--- config.mk ---
export PLATFORM = sky130hd
export DESIGN_NAME = urom_decode_top
export DESIGN_NICKNAME = d
export VERILOG_FILES = /design/src/hdl/urom_cw_pkg.sv /design/src/hdl/rv_isa_pkg.sv /design/src/hdl/urom_decode_top.sv /design/src/hdl/urom_table.sv /design/src/hdl/urom_field_decoder.sv
export VERILOG_INCLUDE_DIRS = /design/src /design/src/hdl
export SDC_FILE = /design/constraint.sdc
export NUM_CORES = 1
export LEC_CHECK = 0
export ABC_CLOCK_PERIOD_IN_PS = 3000
export BUFFER_PORTS_ARGS = -buffer_cell sky130_fd_sc_hd__buf_2
export CORE_ASPECT_RATIO = 1.5
export CORE_UTILIZATION = 40
export CTS_BUF_LIST = sky130_fd_sc_hd__clkbuf_4
export CTS_CLUSTER_DIAMETER = 30
export DETAILED_ROUTE_END_ITERATION = 6
export SYNTH_ARGS = -nofsm -noshare
export SYNTH_HDL_FRONTEND = slang
export SYNTH_SLANG_ARGS = --single-unit
export TNS_END_PERCENT = 50
--- constraint.sdc ---
create_clock -name clk_i -period 3 [get_ports clk_i]
set_input_delay 0.45 -clock clk_i [delete_from_list [all_inputs] [get_ports clk_i]]
set_output_delay 0.45 -clock clk_i [all_outputs]
set_load 0.02 [all_outputs]
--- src/hdl/urom_cfg.svh ---
`ifndef UROM_CFG_SVH
`define UROM_CFG_SVH

// Instruction word
`define URM_INSTR_W     32

// Field widths, LSB to MSB: quad, major, rd, funct3, rs1, rs2, funct7
`define URM_QUAD_W      2
`define URM_MAJOR_W     5
`define URM_REG_W       5
`define URM_MINOR_W     3
`define URM_FUNCT7_W    7

// funct7 of SUB, SRA and SRAI
`define URM_FUNCT7_ALT  7'b0100000

// System sub-address, taken from bits 24 to 20
`define URM_SUBADDR_W   5
`define URM_SUB_ECALL   5'd0
`define URM_SUB_MRET    5'd2

`endif
--- src/hdl/urom_cw_pkg.sv ---
package urom_cw_pkg;

	typedef enum logic [1:0] {
		MEM_SIZE_BYTE = 2'b00,
		MEM_SIZE_HALF = 2'b01,
		MEM_SIZE_WORD = 2'b10
	} mem_size_e;

	typedef enum logic {
		MEM_LOAD_OP  = 1'b0,
		MEM_STORE_OP = 1'b1
	} mem_op_e;

	typedef enum logic [2:0] {
		CSR_NOP = 3'b000,
		CSR_RS  = 3'b101,
		CSR_RC  = 3'b110,
		CSR_RW  = 3'b111
	} csr_op_e;

	typedef enum logic [1:0] {LOGIC_NONE, LOGIC_AND, LOGIC_OR, LOGIC_XOR} logic_op_e;
	typedef enum logic [1:0] {SHIFT_NONE, SHIFT_LL, SHIFT_RL, SHIFT_RA} shift_op_e;
	typedef enum logic [1:0] {COND_NONE, COND_NEG, COND_ZERO} cond_sel_e; // ALU flag picked
	typedef enum logic [1:0] {BJU_NONE, BJU_BRANCH, BJU_JAL, BJU_JALR} bju_op_e;
	typedef enum logic [1:0] {PRIV_NONE, PRIV_ECALL, PRIV_MRET} priv_op_e;

	typedef struct packed {
		logic [1:0] src_reg_used;    // 00 rs1, 01 rs1 and rs2, 10 none
		logic [1:0] dec_src1_select; // 00 reg, 01 PC or zero
		logic [1:0] dec_src2_select; // 00 reg, 01 imm12, 10 imm20, 11 upper imm
		logic       dec_not_sign_ext;
		logic       dec_csr_imm;
		logic       exe_alu_add_en;
		logic       exe_alu_sub_en;
		logic_op_e  exe_alu_logic_en;
		logic       exe_alu_unsigned_n_en;
		shift_op_e  exe_shu_shift_en;
		cond_sel_e  exe_condition_sel;
		logic       exe_condition_neg;
		logic       exe_slt_en;
		logic       exe_add_pc_to_res_en;
		bju_op_e    exe_bju_en;
		logic       exe_reg_wr_en;
		mem_op_e    exe_mem_op;
		mem_size_e  exe_mem_op_size;
		logic       exe_mem_op_en;
		logic       exe_csr_en;
		csr_op_e    exe_csr_op;
		priv_op_e   exe_sys_priv_en;
	} dec_control_word_t;

endpackage

--- src/hdl/rv_isa_pkg.sv ---
`include "urom_cfg.svh"

package rv_isa_pkg;

	// Opcode bits 6 to 2
	typedef enum logic [`URM_MAJOR_W-1:0] {
		MAJOR_LOAD   = 5'b00000,
		MAJOR_IMM    = 5'b00100,
		MAJOR_AUIPC  = 5'b00101,
		MAJOR_STORE  = 5'b01000,
		MAJOR_REG    = 5'b01100,
		MAJOR_LUI    = 5'b01101,
		MAJOR_BRANCH = 5'b11000,
		MAJOR_JALR   = 5'b11001,
		MAJOR_JAL    = 5'b11011,
		MAJOR_SYSTEM = 5'b11100
	} rv_major_e;

	// Raw funct3 codes, meaning depends on the major
	typedef enum logic [`URM_MINOR_W-1:0] {
		F3_0, F3_1, F3_2, F3_3, F3_4, F3_5, F3_6, F3_7
	} rv_minor_e;

	// Loads and stores
	localparam rv_minor_e MINOR_LB  = F3_0;
	localparam rv_minor_e MINOR_LH  = F3_1;
	localparam rv_minor_e MINOR_LW  = F3_2;
	localparam rv_minor_e MINOR_LBU = F3_4;
	localparam rv_minor_e MINOR_LHU = F3_5;
	localparam rv_minor_e MINOR_SB  = F3_0;
	localparam rv_minor_e MINOR_SH  = F3_1;
	localparam rv_minor_e MINOR_SW  = F3_2;

	// ALU, shared by register and immediate forms
	localparam rv_minor_e MINOR_ADD  = F3_0; // Also SUB with alt
	localparam rv_minor_e MINOR_SLL  = F3_1;
	localparam rv_minor_e MINOR_SLT  = F3_2;
	localparam rv_minor_e MINOR_SLTU = F3_3;
	localparam rv_minor_e MINOR_XOR  = F3_4;
	localparam rv_minor_e MINOR_SRL  = F3_5; // Also SRA with alt
	localparam rv_minor_e MINOR_OR   = F3_6;
	localparam rv_minor_e MINOR_AND  = F3_7;

	// Branches
	localparam rv_minor_e MINOR_BEQ  = F3_0;
	localparam rv_minor_e MINOR_BNE  = F3_1;
	localparam rv_minor_e MINOR_BLT  = F3_4;
	localparam rv_minor_e MINOR_BGE  = F3_5;
	localparam rv_minor_e MINOR_BLTU = F3_6;
	localparam rv_minor_e MINOR_BGEU = F3_7;

	// System
	localparam rv_minor_e MINOR_PRIV   = F3_0;
	localparam rv_minor_e MINOR_CSRRW  = F3_1;
	localparam rv_minor_e MINOR_CSRRS  = F3_2;
	localparam rv_minor_e MINOR_CSRRC  = F3_3;
	localparam rv_minor_e MINOR_CSRRWI = F3_5;
	localparam rv_minor_e MINOR_CSRRSI = F3_6;
	localparam rv_minor_e MINOR_CSRRCI = F3_7;

	// R-type view of the instruction word, MSB first
	typedef struct packed {
		logic [`URM_FUNCT7_W-1:0] funct7;
		logic [`URM_REG_W-1:0]    rs2;
		logic [`URM_REG_W-1:0]    rs1;
		rv_minor_e                funct3;
		logic [`URM_REG_W-1:0]    rd;
		rv_major_e                major;
		logic [`URM_QUAD_W-1:0]   quad;
	} rv_instr_t;

	// Micro-ROM address bundle between the two stages
	typedef struct packed {
		rv_major_e                  major;
		rv_minor_e                  minor;
		logic                       alt;
		logic [`URM_SUBADDR_W-1:0]  sub_addr;
		logic                       illegal;
		logic                       valid;
	} urom_addr_t;

endpackage

--- src/hdl/urom_decode_top.sv ---
`timescale 1ns/10ps
`include "urom_cfg.svh"

module urom_decode_top import rv_isa_pkg::*, urom_cw_pkg::*; (
	input  logic                    clk_i,
	input  logic                    rst_n_i,
	input  logic                    instr_valid_i,
	input  logic [`URM_INSTR_W-1:0] instr_i,
	output dec_control_word_t       cw_o,
	output logic                    cw_valid_o,
	output logic                    invalid_o
);

	urom_addr_t urom_addr; // Stage 1 to stage 2

	urom_field_decoder decoder_i (
		.clk_i         (clk_i),
		.rst_n_i       (rst_n_i),
		.instr_valid_i (instr_valid_i),
		.instr_i       (instr_i),
		.addr_o        (urom_addr)
	);

	urom_table table_i (
		.clk_i      (clk_i),
		.rst_n_i    (rst_n_i),
		.addr_i     (urom_addr),
		.cw_o       (cw_o),
		.cw_valid_o (cw_valid_o),
		.invalid_o  (invalid_o)
	);

endmodule

--- src/hdl/urom_table.sv ---
`timescale 1ns/10ps
`include "urom_cfg.svh"

module urom_table import rv_isa_pkg::*, urom_cw_pkg::*; (
	input  logic              clk_i,
	input  logic              rst_n_i,
	input  urom_addr_t        addr_i,
	output dec_control_word_t cw_o,
	output logic              cw_valid_o,
	output logic              invalid_o
);

	dec_control_word_t cw_d;
	dec_control_word_t cw_q;
	logic [3:0]        minor_alt;
	logic              hit;
	logic              bad;
	logic              cw_valid_q;
	logic              invalid_q;

	assign minor_alt = {addr_i.minor, addr_i.alt};

	// Each major sets its shared fields, then the minor refines them
	always_comb begin
		cw_d = '0;
		hit  = 1'b1;
		case (addr_i.major)
			MAJOR_LOAD: begin
				cw_d.dec_src2_select = 2'b01;
				cw_d.exe_alu_add_en  = 1'b1; // Address adder
				cw_d.exe_reg_wr_en   = 1'b1;
				cw_d.exe_mem_op      = MEM_LOAD_OP;
				cw_d.exe_mem_op_en   = 1'b1;
				case (minor_alt)
					{MINOR_LB, 1'b0}: cw_d.exe_mem_op_size = MEM_SIZE_BYTE;
					{MINOR_LH, 1'b0}: cw_d.exe_mem_op_size = MEM_SIZE_HALF;
					{MINOR_LW, 1'b0}: cw_d.exe_mem_op_size = MEM_SIZE_WORD;
					{MINOR_LBU, 1'b0}: begin
						cw_d.exe_mem_op_size  = MEM_SIZE_BYTE;
						cw_d.dec_not_sign_ext = 1'b1;
					end
					{MINOR_LHU, 1'b0}: begin
						cw_d.exe_mem_op_size  = MEM_SIZE_HALF;
						cw_d.dec_not_sign_ext = 1'b1;
					end
					default: hit = 1'b0;
				endcase
			end
			MAJOR_STORE: begin
				cw_d.src_reg_used  = 2'b01;
				cw_d.exe_mem_op    = MEM_STORE_OP;
				cw_d.exe_mem_op_en = 1'b1;
				case (minor_alt)
					{MINOR_SB, 1'b0}: cw_d.exe_mem_op_size = MEM_SIZE_BYTE;
					{MINOR_SH, 1'b0}: cw_d.exe_mem_op_size = MEM_SIZE_HALF;
					{MINOR_SW, 1'b0}: cw_d.exe_mem_op_size = MEM_SIZE_WORD;
					default: hit = 1'b0;
				endcase
			end
			MAJOR_IMM, MAJOR_REG: begin
				if (addr_i.major == MAJOR_REG) begin
					cw_d.src_reg_used = 2'b01;
				end else begin
					cw_d.dec_src2_select = 2'b01;
				end
				cw_d.exe_reg_wr_en = 1'b1;
				case (minor_alt)
					{MINOR_ADD, 1'b0}: cw_d.exe_alu_add_en = 1'b1;
					{MINOR_ADD, 1'b1}: begin
						cw_d.exe_alu_sub_en = 1'b1;
						hit = (addr_i.major == MAJOR_REG); // No SUBI in RV32I
					end
					{MINOR_SLL, 1'b0}: cw_d.exe_shu_shift_en = SHIFT_LL;
					{MINOR_SLT, 1'b0}: begin
						cw_d.exe_condition_sel = COND_NEG;
						cw_d.exe_slt_en        = 1'b1;
					end
					{MINOR_SLTU, 1'b0}: begin
						cw_d.exe_condition_sel     = COND_NEG;
						cw_d.exe_alu_unsigned_n_en = 1'b1;
						cw_d.exe_slt_en            = 1'b1;
						cw_d.dec_not_sign_ext      = 1'b1;
					end
					{MINOR_XOR, 1'b0}: cw_d.exe_alu_logic_en = LOGIC_XOR;
					{MINOR_SRL, 1'b0}: cw_d.exe_shu_shift_en = SHIFT_RL;
					{MINOR_SRL, 1'b1}: cw_d.exe_shu_shift_en = SHIFT_RA;
					{MINOR_OR, 1'b0}:  cw_d.exe_alu_logic_en = LOGIC_OR;
					{MINOR_AND, 1'b0}: cw_d.exe_alu_logic_en = LOGIC_AND;
					default: hit = 1'b0;
				endcase
			end
			MAJOR_LUI, MAJOR_AUIPC: begin
				cw_d.dec_src1_select      = 2'b01;
				cw_d.dec_src2_select      = 2'b11;
				cw_d.exe_add_pc_to_res_en = (addr_i.major == MAJOR_AUIPC);
				cw_d.exe_reg_wr_en        = 1'b1;
				hit = (minor_alt == {F3_0, 1'b0});
			end
			MAJOR_BRANCH: begin
				cw_d.src_reg_used = 2'b01;
				cw_d.exe_bju_en   = BJU_BRANCH;
				case (minor_alt)
					{MINOR_BEQ, 1'b0}: cw_d.exe_condition_sel = COND_ZERO;
					{MINOR_BNE, 1'b0}: begin
						cw_d.exe_condition_sel = COND_ZERO;
						cw_d.exe_condition_neg = 1'b1;
					end
					{MINOR_BLT, 1'b0}: cw_d.exe_condition_sel = COND_NEG;
					{MINOR_BGE, 1'b0}: begin
						cw_d.exe_condition_sel = COND_NEG;
						cw_d.exe_condition_neg = 1'b1;
					end
					{MINOR_BLTU, 1'b0}: begin
						cw_d.exe_condition_sel     = COND_NEG;
						cw_d.exe_alu_unsigned_n_en = 1'b1;
					end
					{MINOR_BGEU, 1'b0}: begin
						cw_d.exe_condition_sel     = COND_NEG;
						cw_d.exe_condition_neg     = 1'b1;
						cw_d.exe_alu_unsigned_n_en = 1'b1;
					end
					default: hit = 1'b0;
				endcase
			end
			MAJOR_JALR: begin
				cw_d.src_reg_used    = 2'b01;
				cw_d.dec_src2_select = 2'b01;
				cw_d.exe_bju_en      = BJU_JALR;
				cw_d.exe_reg_wr_en   = 1'b1;
				hit = (minor_alt == {F3_0, 1'b0});
			end
			MAJOR_JAL: begin
				cw_d.src_reg_used    = 2'b10; // No register source
				cw_d.dec_src2_select = 2'b10;
				cw_d.exe_bju_en      = BJU_JAL;
				cw_d.exe_reg_wr_en   = 1'b1;
				hit = (minor_alt == {F3_0, 1'b0});
			end
			MAJOR_SYSTEM: begin
				if (minor_alt == {MINOR_PRIV, 1'b0}) begin
					case (addr_i.sub_addr)
						`URM_SUB_ECALL: cw_d.exe_sys_priv_en = PRIV_ECALL;
						`URM_SUB_MRET:  cw_d.exe_sys_priv_en = PRIV_MRET;
						default:        cw_d.exe_sys_priv_en = PRIV_NONE;
					endcase
				end else begin
					cw_d.exe_csr_en      = 1'b1;
					cw_d.dec_src2_select = 2'b01;
					cw_d.exe_reg_wr_en   = 1'b1;
					cw_d.dec_csr_imm     = addr_i.minor[2]; // Upper half is the zimm forms
					case (minor_alt)
						{MINOR_CSRRW, 1'b0}, {MINOR_CSRRWI, 1'b0}: cw_d.exe_csr_op = CSR_RW;
						{MINOR_CSRRS, 1'b0}, {MINOR_CSRRSI, 1'b0}: cw_d.exe_csr_op = CSR_RS;
						{MINOR_CSRRC, 1'b0}, {MINOR_CSRRCI, 1'b0}: cw_d.exe_csr_op = CSR_RC;
						default: hit = 1'b0;
					endcase
				end
			end
			default: hit = 1'b0;
		endcase
	end

	assign bad = addr_i.illegal || !hit;

	always_ff @(posedge clk_i or negedge rst_n_i) begin
		if (!rst_n_i) begin
			cw_q       <= '0;
			cw_valid_q <= 1'b0;
			invalid_q  <= 1'b0;
		end else begin
			cw_valid_q <= addr_i.valid;
			if (addr_i.valid) begin
				cw_q      <= bad ? '0 : cw_d; // Rejected words go out as zero
				invalid_q <= bad;
			end
		end
	end

	assign cw_o       = cw_q;
	assign cw_valid_o = cw_valid_q;
	assign invalid_o  = invalid_q;

endmodule

--- src/hdl/urom_field_decoder.sv ---
`timescale 1ns/10ps
`include "urom_cfg.svh"

module urom_field_decoder import rv_isa_pkg::*; (
	input  logic                    clk_i,
	input  logic                    rst_n_i,
	input  logic                    instr_valid_i,
	input  logic [`URM_INSTR_W-1:0] instr_i,
	output urom_addr_t              addr_o
);

	rv_instr_t  fields;
	rv_minor_e  minor;
	logic       quad_ok;
	logic       major_known;
	logic       shift_imm;
	logic       funct7_checked;
	logic       alt_ok;
	logic       alt_bit;
	logic       funct7_bad;
	logic       illegal;
	urom_addr_t addr_q;

	assign fields  = rv_instr_t'(instr_i);
	assign quad_ok = (fields.quad == 2'b11); // RV32I has no compressed forms here

	// funct7 is only an opcode field for R-type and shift immediates
	assign shift_imm = (fields.major == MAJOR_IMM) &&
		((fields.funct3 == MINOR_SLL) || (fields.funct3 == MINOR_SRL));
	assign funct7_checked = (fields.major == MAJOR_REG) || shift_imm;

	// SUB, SRA and SRAI
	assign alt_ok = ((fields.major == MAJOR_REG) && (fields.funct3 == MINOR_ADD)) ||
		(funct7_checked && (fields.funct3 == MINOR_SRL));
	assign alt_bit    = alt_ok && (fields.funct7 == `URM_FUNCT7_ALT);
	assign funct7_bad = funct7_checked && (fields.funct7 != '0) && !alt_bit;

	always_comb begin
		case (fields.major)
			MAJOR_LOAD, MAJOR_IMM, MAJOR_AUIPC, MAJOR_STORE, MAJOR_REG,
			MAJOR_LUI, MAJOR_BRANCH, MAJOR_JALR, MAJOR_JAL, MAJOR_SYSTEM: begin
				major_known = 1'b1;
			end
			default: major_known = 1'b0;
		endcase
	end

	// U and J formats carry immediate bits in funct3
	always_comb begin
		case (fields.major)
			MAJOR_LUI, MAJOR_AUIPC, MAJOR_JAL: minor = F3_0;
			default: minor = fields.funct3;
		endcase
	end

	assign illegal = !quad_ok || !major_known || funct7_bad;

	always_ff @(posedge clk_i or negedge rst_n_i) begin
		if (!rst_n_i) begin
			addr_q <= '0;
		end else begin
			addr_q.valid <= instr_valid_i;
			if (instr_valid_i) begin // Hold last address when idle
				addr_q.major    <= fields.major;
				addr_q.minor    <= minor;
				addr_q.alt      <= alt_bit;
				addr_q.sub_addr <= fields.rs2;
				addr_q.illegal  <= illegal;
			end
		end
	end

	assign addr_o = addr_q;

endmodule

==> results of run 1 <==
==> metal layers <==
metal,up-vias,share of wire
met2,57,0.49
li1,1043,-
met4,0,0.020
met3,8,0.042
met5,-,0
met1,963,0.44
==> sequential cells by signal, indices dropped and copies added, names as in the netlist <==
signal	cells
table_i.cw_o	32
decoder_i.addr_o	16
table_i.cw_valid_o	1
table_i.invalid_o	1
==> synth_stat cells (all sizes together) (4+ instances only) <==
cell type,number
nor3,8
clkbuf,17
a21oi,8
nand3,15
mux2,10
o21ai,14
nor4,5
nand2b,8
nand2,13
nor2b,7
nor3b,4
nor2,11
or4,4
inv,36
o22ai,20
o32ai,5
buf,4
dfrtp,50
==> area by class of cell <==
type,instances,area [µm²]
flip-flops and latches,50,1250
fillers,598,3220
clock buffers,7,52.6
repair buffers,62,320
inverters,36,135
multi-input cells,163,1110
well taps,74,92.6
==> worst reg2reg max path: stages, from the launching register on <==
cell	delay, ns
dfrtp_1	0.52
or4_1	0.61
or3_1	0.36
a211oi_2	0.26
a221oi_2	0.20
buf_4	0.26
o32ai_1	0.25
==> per-stage QoR <==
| stage | hold WS [ns] | cells | total power [mW] |
|---|---|---|---|
| 6_report | 0.282 | 392 | 1.22 |
| 5_1_grt | 0.314 | 392 | 1.28 |
| 4_1_cts | 0.293 | 392 | 1.24 |
| 3_5_place_dp | 0.441 | 385 | 0.933 |
| 3_3_place_gp | 0.428 | 385 | 0.930 |
| 2_1_floorplan | 0.154 | 270 | 0.869 |
==> logic make-up (layout without fill, tap and decap cells) <==
group | Yosys count | after routing | synth area share
muxes | 10 | 10 | 0.0436
xor gates and xnor gates | 2 | 2 | 0.00678
buffers and inverters | 57 | 105 | 0.0872
other | 1 | 1 | 0.00145
DFF | 50 | 50 | 0.484
AOI/OAI and AO/OA | 65 | 65 | 0.199
and+or+nand+nor | 85 | 85 | 0.178
==> power groups by stage <==
stage	combinational [mW]	clock, mW	sequential [mW]
2_1_floorplan	0.148	0	0.721
3_3_place_gp	0.183	0	0.746
3_5_place_dp	0.186	0	0.748
4_1_cts	0.186	0.316	0.734
5_1_grt	0.206	0.337	0.741
6_report	0.184	0.298	0.735
==> final timing paths <==
path | end | start
worst max register to register | table_i.cw_o[28] | decoder_i.addr_o[11]
min in group clk_i | decoder_i.addr_o[3] | instr_i[21]
max in group asynchronous | table_i.cw_o[26] | rst_n_i
worst min register to register | table_i.cw_o[0] | decoder_i.addr_o[3]
worst min-delay path | decoder_i.addr_o[4] | rst_n_i
worst max-delay path | table_i.cw_o[28] | decoder_i.addr_o[11]
==> Implementation_results.wiki, run 1 <==
{| class="wikitable"
! Metric !! Value
|-
| Critical path class || reg2reg
|-
| Drt total wl || 5510 µm
|-
| # diodes || 0
|-
| Critical Path Sink Type || flop
|-
| Most congested layer reported by global routing || met2
|-
| Synth Net Count || 305
|-
| Area of placed instances || 2910 µm²
|-
| GR Layer Usage met3 || 0.0284
|-
| Top library cells by usage in the layout, fill and taps aside || buf_2, dfrtp_1, inv_1
|-
| Met1 Use GR || 0.238
|-
| CTS root buffer || clkbuf_4
|-
| Number of cell instances on the worst register-to-register path || 6
|-
| Crit path largest cell delay || 0.61 ns
|-
| Fin nets || 353
|-
| Part of the Yosys area used for sequential elements || 0.484
|-
| Top Ports || 70
|-
| Netlist cell types || 46
|-
| TritonCTS clock tree || done
|-
| Switching power total || 0.341 mW
|-
| Syn Std Cell Area || 2580 µm²
|-
| Class of the most critical hold timing path || in2async
|-
| Static power due to leakage || 1.31 nW
|-
| Top flip-flop cell by instance count after synthesis || dfrtp_1
|-
| Non-Filler Cell Area, Final || 2960 µm²
|-
| Number of buffers on the longest clock path || 2
|-
| Minimum setup slack after placement || 0.458 ns
|-
| Outcome || completed
|-
| Detailed Place HPWL || 3990 µm
|-
| Initial cell density of the core || 0.418
|-
| Met2 demand-to-capacity share in global routing || 0.291
|-
| Critical path cell sequence || or4_1, or3_1, a211oi_2, a221oi_2, buf_4, o32ai_1
|-
| Clock net sink count || 50
|-
| DRC marker count from the first detailed-route iteration || 130
|-
| Pwr/cell area || 411 nW/µm²
|-
| Fmax || 393 MHz
|-
| Critical Path Stages || 6
|-
| Gr ovfl total || 0
|-
| Utilization after layout || 0.479
|-
| Comb power frac || 0.151
|-
| Category of the worst setup path launch point || flop
|-
| Setup slack on the worst flop-to-flop path || 0.45 ns
|-
| Max IR drop VDD || 0.000181 V
|-
| Sum of buffers and inverters on the critical path || 1
|-
| Final Wtd Congestion || 0.860
|-
| Area contributors post-synth || dfrtp_1, inv_1, o22ai_2
|-
| Gate Count Post-Synth || 270
|-
| # H-tree levels || 2
|-
| Hold buffers post-CTS || 0
|-
| Std-Cell Rows || 35
|-
| Area grow syn2layout || 14.5%
|-
| WP data arrival || 2.81 ns
|-
| Final worst path period share || 0.848
|-
| Cell type contributing the most total cell area after synthesis || dfrtp_1
|-
| Vias per std cell || 5.28
|-
| First-pass GRT wire length || 9350 µm
|-
| Worst clock skew on the final layout || 0.00408 ns
|-
| All-Layer GR Usage || 0.180
|-
| Top Family by Delay on Critical Path || simple AND/OR/NAND/NOR gates
|-
| Die Footprint || 6790 µm²
|-
| Proportion of synthesized flip-flops having asynchronous set or reset || 1.00
|-
| Width of the die || 67.6 µm
|-
| EDFF count, synth || 0
|-
| Total internal power || 0.875 mW
|-
| Number of warnings reported in the yosys synthesis log || 0
|-
| Count of instances resized after the clock tree is built || 0
|-
| IO buf count || 58
|-
| Leading cell type in the layout, fill and taps excluded || buf_2
|-
| Final critical path time including I/O delays and setup || 2.55 ns
|-
| Max-slew headroom || 0.286
|-
| DRC violation count after routing || 0
|-
| Final hold violation count || 0
|-
| Max-capacitance violation count || 0
|-
| Pin count of the biggest net entering global routing || 51
|-
| Total iterations of the first detailed-routing run || 4
|-
| CP Data Required Time || 3.26 ns
|-
| Overall via count from detail_route || 2,071
|-
| Portion of total power attributed to sequential cells || 0.604
|-
| Number of endpoints failing setup at the final stage || 0
|-
| Worst Max-Slew Pin Slew || 1.07 ns
|-
| Height of the die || 100 µm
|-
| Number of synthesized register bits || 50
|-
| Clk_lat worst skew || 0.35 ns
|-
| Number of setup buffers added after CTS || 0
|-
| Max Fanout on Critical Path || 13
|-
| Clock-pin slew reported for the worst setup and hold paths after clock tree synthesis || 0.13 ns
|-
| Fraction of layout cells with a size suffix above 1 || 0.299
|-
| Post-Synthesis Mean Instance Area || 9.57 µm²
|-
| Area fraction of the dominant cell type after synthesis || 0.484
|-
| Core area || 6170 µm²
|-
| Count of pins over their slew limit || 0
|-
| Cell at the slowest stage of the critical path || or4_1
|-
| Number of buffers created by CTS || 5
|-
| Clock Power Share || 0.245
|-
| Post-route worst setup slack || 0.455 ns
|-
| Switching power as a share of total power || 0.281
|-
| Average detailed-routed wire length per instance || 14.1 µm
|-
| Setup repair after global routing missed its margin || no
|-
| Initial antenna violation count || 0
|-
| Vias in the first global route || 1,963
|-
| Total Negative Setup Slacks || 0 ns
|-
| Detail Route Antenna Nets || 0
|}
Power figures use the tool's default switching activity.
==> run 2: changes to the inputs <==
Settings changed: ABC_AREA set to 1, ABC_CLOCK_PERIOD_IN_PS 3000 to 2380.
Clock period 3 ns to 2.38 ns, I/O delays scaled along.
==> Implementation_results.wiki, run 2 <==
{| class="wikitable"
! Metric !! Value
|-
| Outcome || completed (unchanged)
|-
| Worst Hold Slack || 0.169 ns (was 0.282 ns)
|-
| Netlist cell types || 28 (was 46)
|-
| # H-tree levels || 2 (unchanged)
|-
| CTS root buffer || clkbuf_4 (unchanged)
|-
| # diodes || 0 (unchanged)
|-
| Cell type contributing the most total cell area after synthesis || dfrtp_1 (unchanged)
|-
| Final hold violation count || 0 (unchanged)
|-
| Multi-input gate area in the final layout || 1220 µm² (was 1110 µm²)
|-
| Clock-pin slew reported for the worst setup and hold paths after clock tree synthesis || 0.12 ns (was 0.13 ns)
|-
| Pin count of the biggest net entering global routing || 51 (unchanged)
|-
| Fmax || 538 MHz (was 393 MHz)
|-
| Post-Synthesis Mean Instance Area || 7.66 µm² (was 9.57 µm²)
|-
| Number of warnings reported in the yosys synthesis log || 0 (unchanged)
|-
| Count of pins over their slew limit || 0 (unchanged)
|-
| Max-capacitance violation count || 0 (unchanged)
|-
| Total Negative Setup Slacks || 0 ns (unchanged)
|-
| Clk_lat worst skew || 0.38 ns (was 0.35 ns)
|-
| First-pass GRT wire length || 10,300 µm (was 9350 µm)
|-
| Number of buffers on the longest clock path || 2 (unchanged)
|-
| Class of the most critical hold timing path || in2reg (was in2async)
|-
| Drt total wl || 6230 µm (was 5510 µm)
|-
| Max-slew headroom || 0.514 (was 0.286)
|-
| Leading cell type in the layout, fill and taps excluded || nand2_1 (was buf_2)
|-
| Total internal power || 1.09 mW (was 0.875 mW)
|-
| Overall via count from detail_route || 2,359 (was 2,071)
|-
| Number of synthesized register bits || 50 (unchanged)
|-
| Critical Path Sink Type || flop (unchanged)
|-
| Utilization after layout || 0.475 (was 0.479)
|-
| Average detailed-routed wire length per instance || 12.9 µm (was 14.1 µm)
|-
| Category of the worst setup path launch point || flop (unchanged)
|-
| Startpoint of the tightest hold check path || instr_i[22]
|-
| Synth Net Count || 386 (was 305)
|-
| EDFF count, synth || 0 (unchanged)
|-
| Cells after DPL || 473 (was 385)
|-
| Top flip-flop cell by instance count after synthesis || dfrtp_1 (unchanged)
|-
| Number of buffers created by CTS || 5 (unchanged)
|-
| Final worst path period share || 0.780 (was 0.848)
|-
| Flip-flop count of the largest register, all copies and words added || 32 (unchanged)
|-
| Top Ports || 70 (unchanged)
|-
| Sequential cell area || 1250 µm² (unchanged)
|-
| IO buf count || 58 (unchanged)
|-
| Number of cell instances on the worst register-to-register path || 12 (was 6)
|-
| Final Wtd Congestion || 0.880 (was 0.860)
|-
| Worst clock skew on the final layout || 0.00319 ns (was 0.00408 ns)
|-
| Number of cells traversed by the worst hold path || 3
|-
| Synth cell count leaders || nand2_1, dfrtp_1, inv_1 (was dfrtp_1, inv_1, clkbuf_1)
|-
| Setup slack on the worst flop-to-flop path || 0.52 ns (was 0.45 ns)
|-
| Width of the die || 69.0 µm (was 67.6 µm)
|-
| TritonCTS clock tree || done (unchanged)
|-
| Number of endpoints failing setup at the final stage || 0 (unchanged)
|-
| Area grow syn2layout || 14.6% (was 14.5%)
|-
| Switching power total || 0.458 mW (was 0.341 mW)
|-
| Setup repair after global routing missed its margin || no (unchanged)
|-
| Area fraction of the dominant cell type after synthesis || 0.465 (was 0.484)
|-
| Syn Std Cell Area || 2690 µm² (was 2580 µm²)
|-
| Min-Delay Endpoint || decoder_i.addr_o[4]
|-
| Comb power frac || 0.171 (was 0.151)
|-
| Final critical path time including I/O delays and setup || 1.86 ns (was 2.55 ns)
|-
| Initial cell density of the core || 0.415 (was 0.418)
|-
| Initial antenna violation count || 0 (unchanged)
|-
| Fraction of layout cells with a size suffix above 1 || 0.237 (was 0.299)
|-
| Gate Count Post-Synth || 351 (was 270)
|-
| Clock net sink count || 50 (unchanged)
|-
| Launch instance of the worst register-to-register path || decoder_i.addr_o[7] (was decoder_i.addr_o[11])
|-
| Worst R2R End || table_i.invalid_o (was table_i.cw_o[28])
|-
| Part of the Yosys area used for sequential elements || 0.465 (was 0.484)
|-
| All-Layer GR Usage || 0.197 (was 0.180)
|-
| Max IR drop VDD || 0.000225 V (was 0.000181 V)
|-
| Static power due to leakage || 1.75 nW (was 1.31 nW)
|-
| Top library cells by usage in the layout, fill and taps aside || nand2_1, buf_2, dfrtp_1 (was buf_2, dfrtp_1, inv_1)
|-
| Total iterations of the first detailed-routing run || 4 (unchanged)
|-
| Fin nets || 440 (was 353)
|-
| Most instantiated library cell after synthesis || nand2_1 (was dfrtp_1)
|-
| Detailed Place HPWL || 4780 µm (was 3990 µm)
|-
| DRC marker count from the first detailed-route iteration || 102 (was 130)
|-
| Portion of total power attributed to sequential cells || 0.583 (was 0.604)
|-
| Switching power as a share of total power || 0.297 (was 0.281)
|-
| Vias per std cell || 4.90 (was 5.28)
|-
| Clock Power Share || 0.246 (was 0.245)
|-
| Max Fanout on Critical Path || 23 (was 13)
|-
| Height of the die || 102 µm (was 100 µm)
|-
| Number of setup buffers added after CTS || 0 (unchanged)
|-
| Std-Cell Rows || 36 (was 35)
|-
| Die Footprint || 7060 µm² (was 6790 µm²)
|-
| Core area || 6490 µm² (was 6170 µm²)
|-
| Vias in the first global route || 2,202 (was 1,963)
|-
| Cell Count, Final, Fillers Out || 481 (was 392)
|-
| WP data arrival || 2.14 ns (was 2.81 ns)
|-
| Area contributors post-synth || dfrtp_1, nand2_1, nand4_1 (was dfrtp_1, inv_1, o22ai_2)
|-
| DRC violation count after routing || 0 (unchanged)
|-
| CP Data Required Time || 2.67 ns (was 3.26 ns)
|-
| Layout filler cell count || 685 (was 598)
|-
| Gr ovfl total || 0 (unchanged)
|-
| Pwr/cell area || 501 nW/µm² (was 411 nW/µm²)
|-
| Detail Route Antenna Nets || 0 (unchanged)
|-
| Critical path class || reg2reg (unchanged)
|-
| Worst Max-Slew Pin Slew || 0.729 ns (was 1.07 ns)
|-
| Proportion of synthesized flip-flops having asynchronous set or reset || 1.00 (unchanged)
|}
## run 2: cell types whose count changed in the layout (fill, tap and decap cells not counted), moves of 12 or more
| cell | delta |
|---|---|
| o21ai_1 | -12 |
| o21ai_0 | +13 |
| nor2_1 | +16 |
| nand4_1 | +22 |
| nand2_1 | +112 |
## run 2: cell type report
cell class                      count  share of cell area
Multi-Input combinational cell    251               0.395
Tap cell                           76              0.0308
Inverter                           35              0.0426
Sequential cell                    50               0.406
Timing Repair Buffer               62               0.109
Clock buffer                        7              0.0170
## run 2: power by group through the flow
stage / Combinational (mW) / Clock [mW] / Sequential, mW
after CTS: 0.267 / 0.397 / 0.902
final: 0.264 / 0.380 / 0.901
after detailed placement: 0.264 / 0 / 0.918
after global routing: 0.302 / 0.422 / 0.907
after floorplan: 0.192 / 0 / 0.913
after global placement: 0.264 / 0 / 0.917
## run 2: worst max path at each step
stage / from / end / slack (ns) / depth (start not counted)
after floorplan: decoder_i.addr_o[11] / table_i.invalid_o / 0.94 / 10
after global placement: decoder_i.addr_o[7] / table_i.invalid_o / 0.55 / 12
after detailed placement: decoder_i.addr_o[7] / table_i.invalid_o / 0.53 / 12
after CTS: decoder_i.addr_o[7] / table_i.invalid_o / 0.51 / 12
after global routing: decoder_i.addr_o[7] / table_i.invalid_o / 0.29 / 12
final: decoder_i.addr_o[7] / table_i.invalid_o / 0.52 / 12
## run 2: what timing repair did
item	in CTS	in global routing
hold buffers	1	0
endpoints found under the hold margin	50	0
resized for setup	0	0
## run 2: cells by family after synthesis
kind of cell	count (synthesis)	share of synthesized area
other cells	1	0.00139
compound gates	40	0.0930
flops	50	0.465
buf+inv	50	0.0823
simple gates	210	0.358
## run 2: worst max-delay path: stages, from the launching register on
cell	delay, ns
dfrtp_1	0.53
nor2_4	0.20
inv_1	0.09
nor2_1	0.12
nor2_1	0.06
nand2_1	0.07
nand2_1	0.04
nand2_1	0.06
inv_1	0.06
nand2_4	0.20
nand2_4	0.17
nand2_1	0.11
nand2_1	0.05
## run 2: metrics by stage
step / power, mW / setup WS (ns) / instance area, µm²
after global placement: 1.18 / 0.550 / 3020
after floorplan: 1.11 / 0.938 / 2690
final: 1.54 / 0.523 / 3080
after global routing: 1.63 / 0.294 / 3080
after detailed placement: 1.18 / 0.527 / 3020
after CTS: 1.57 / 0.507 / 3080
## run 2: metal layers
metal / routed length, µm / track usage
met3: 180 / 0.0324
met2: 3160 / 0.326
met4: 201 / 0.0926
met5: 0 / 0
met1: 2690 / 0.242
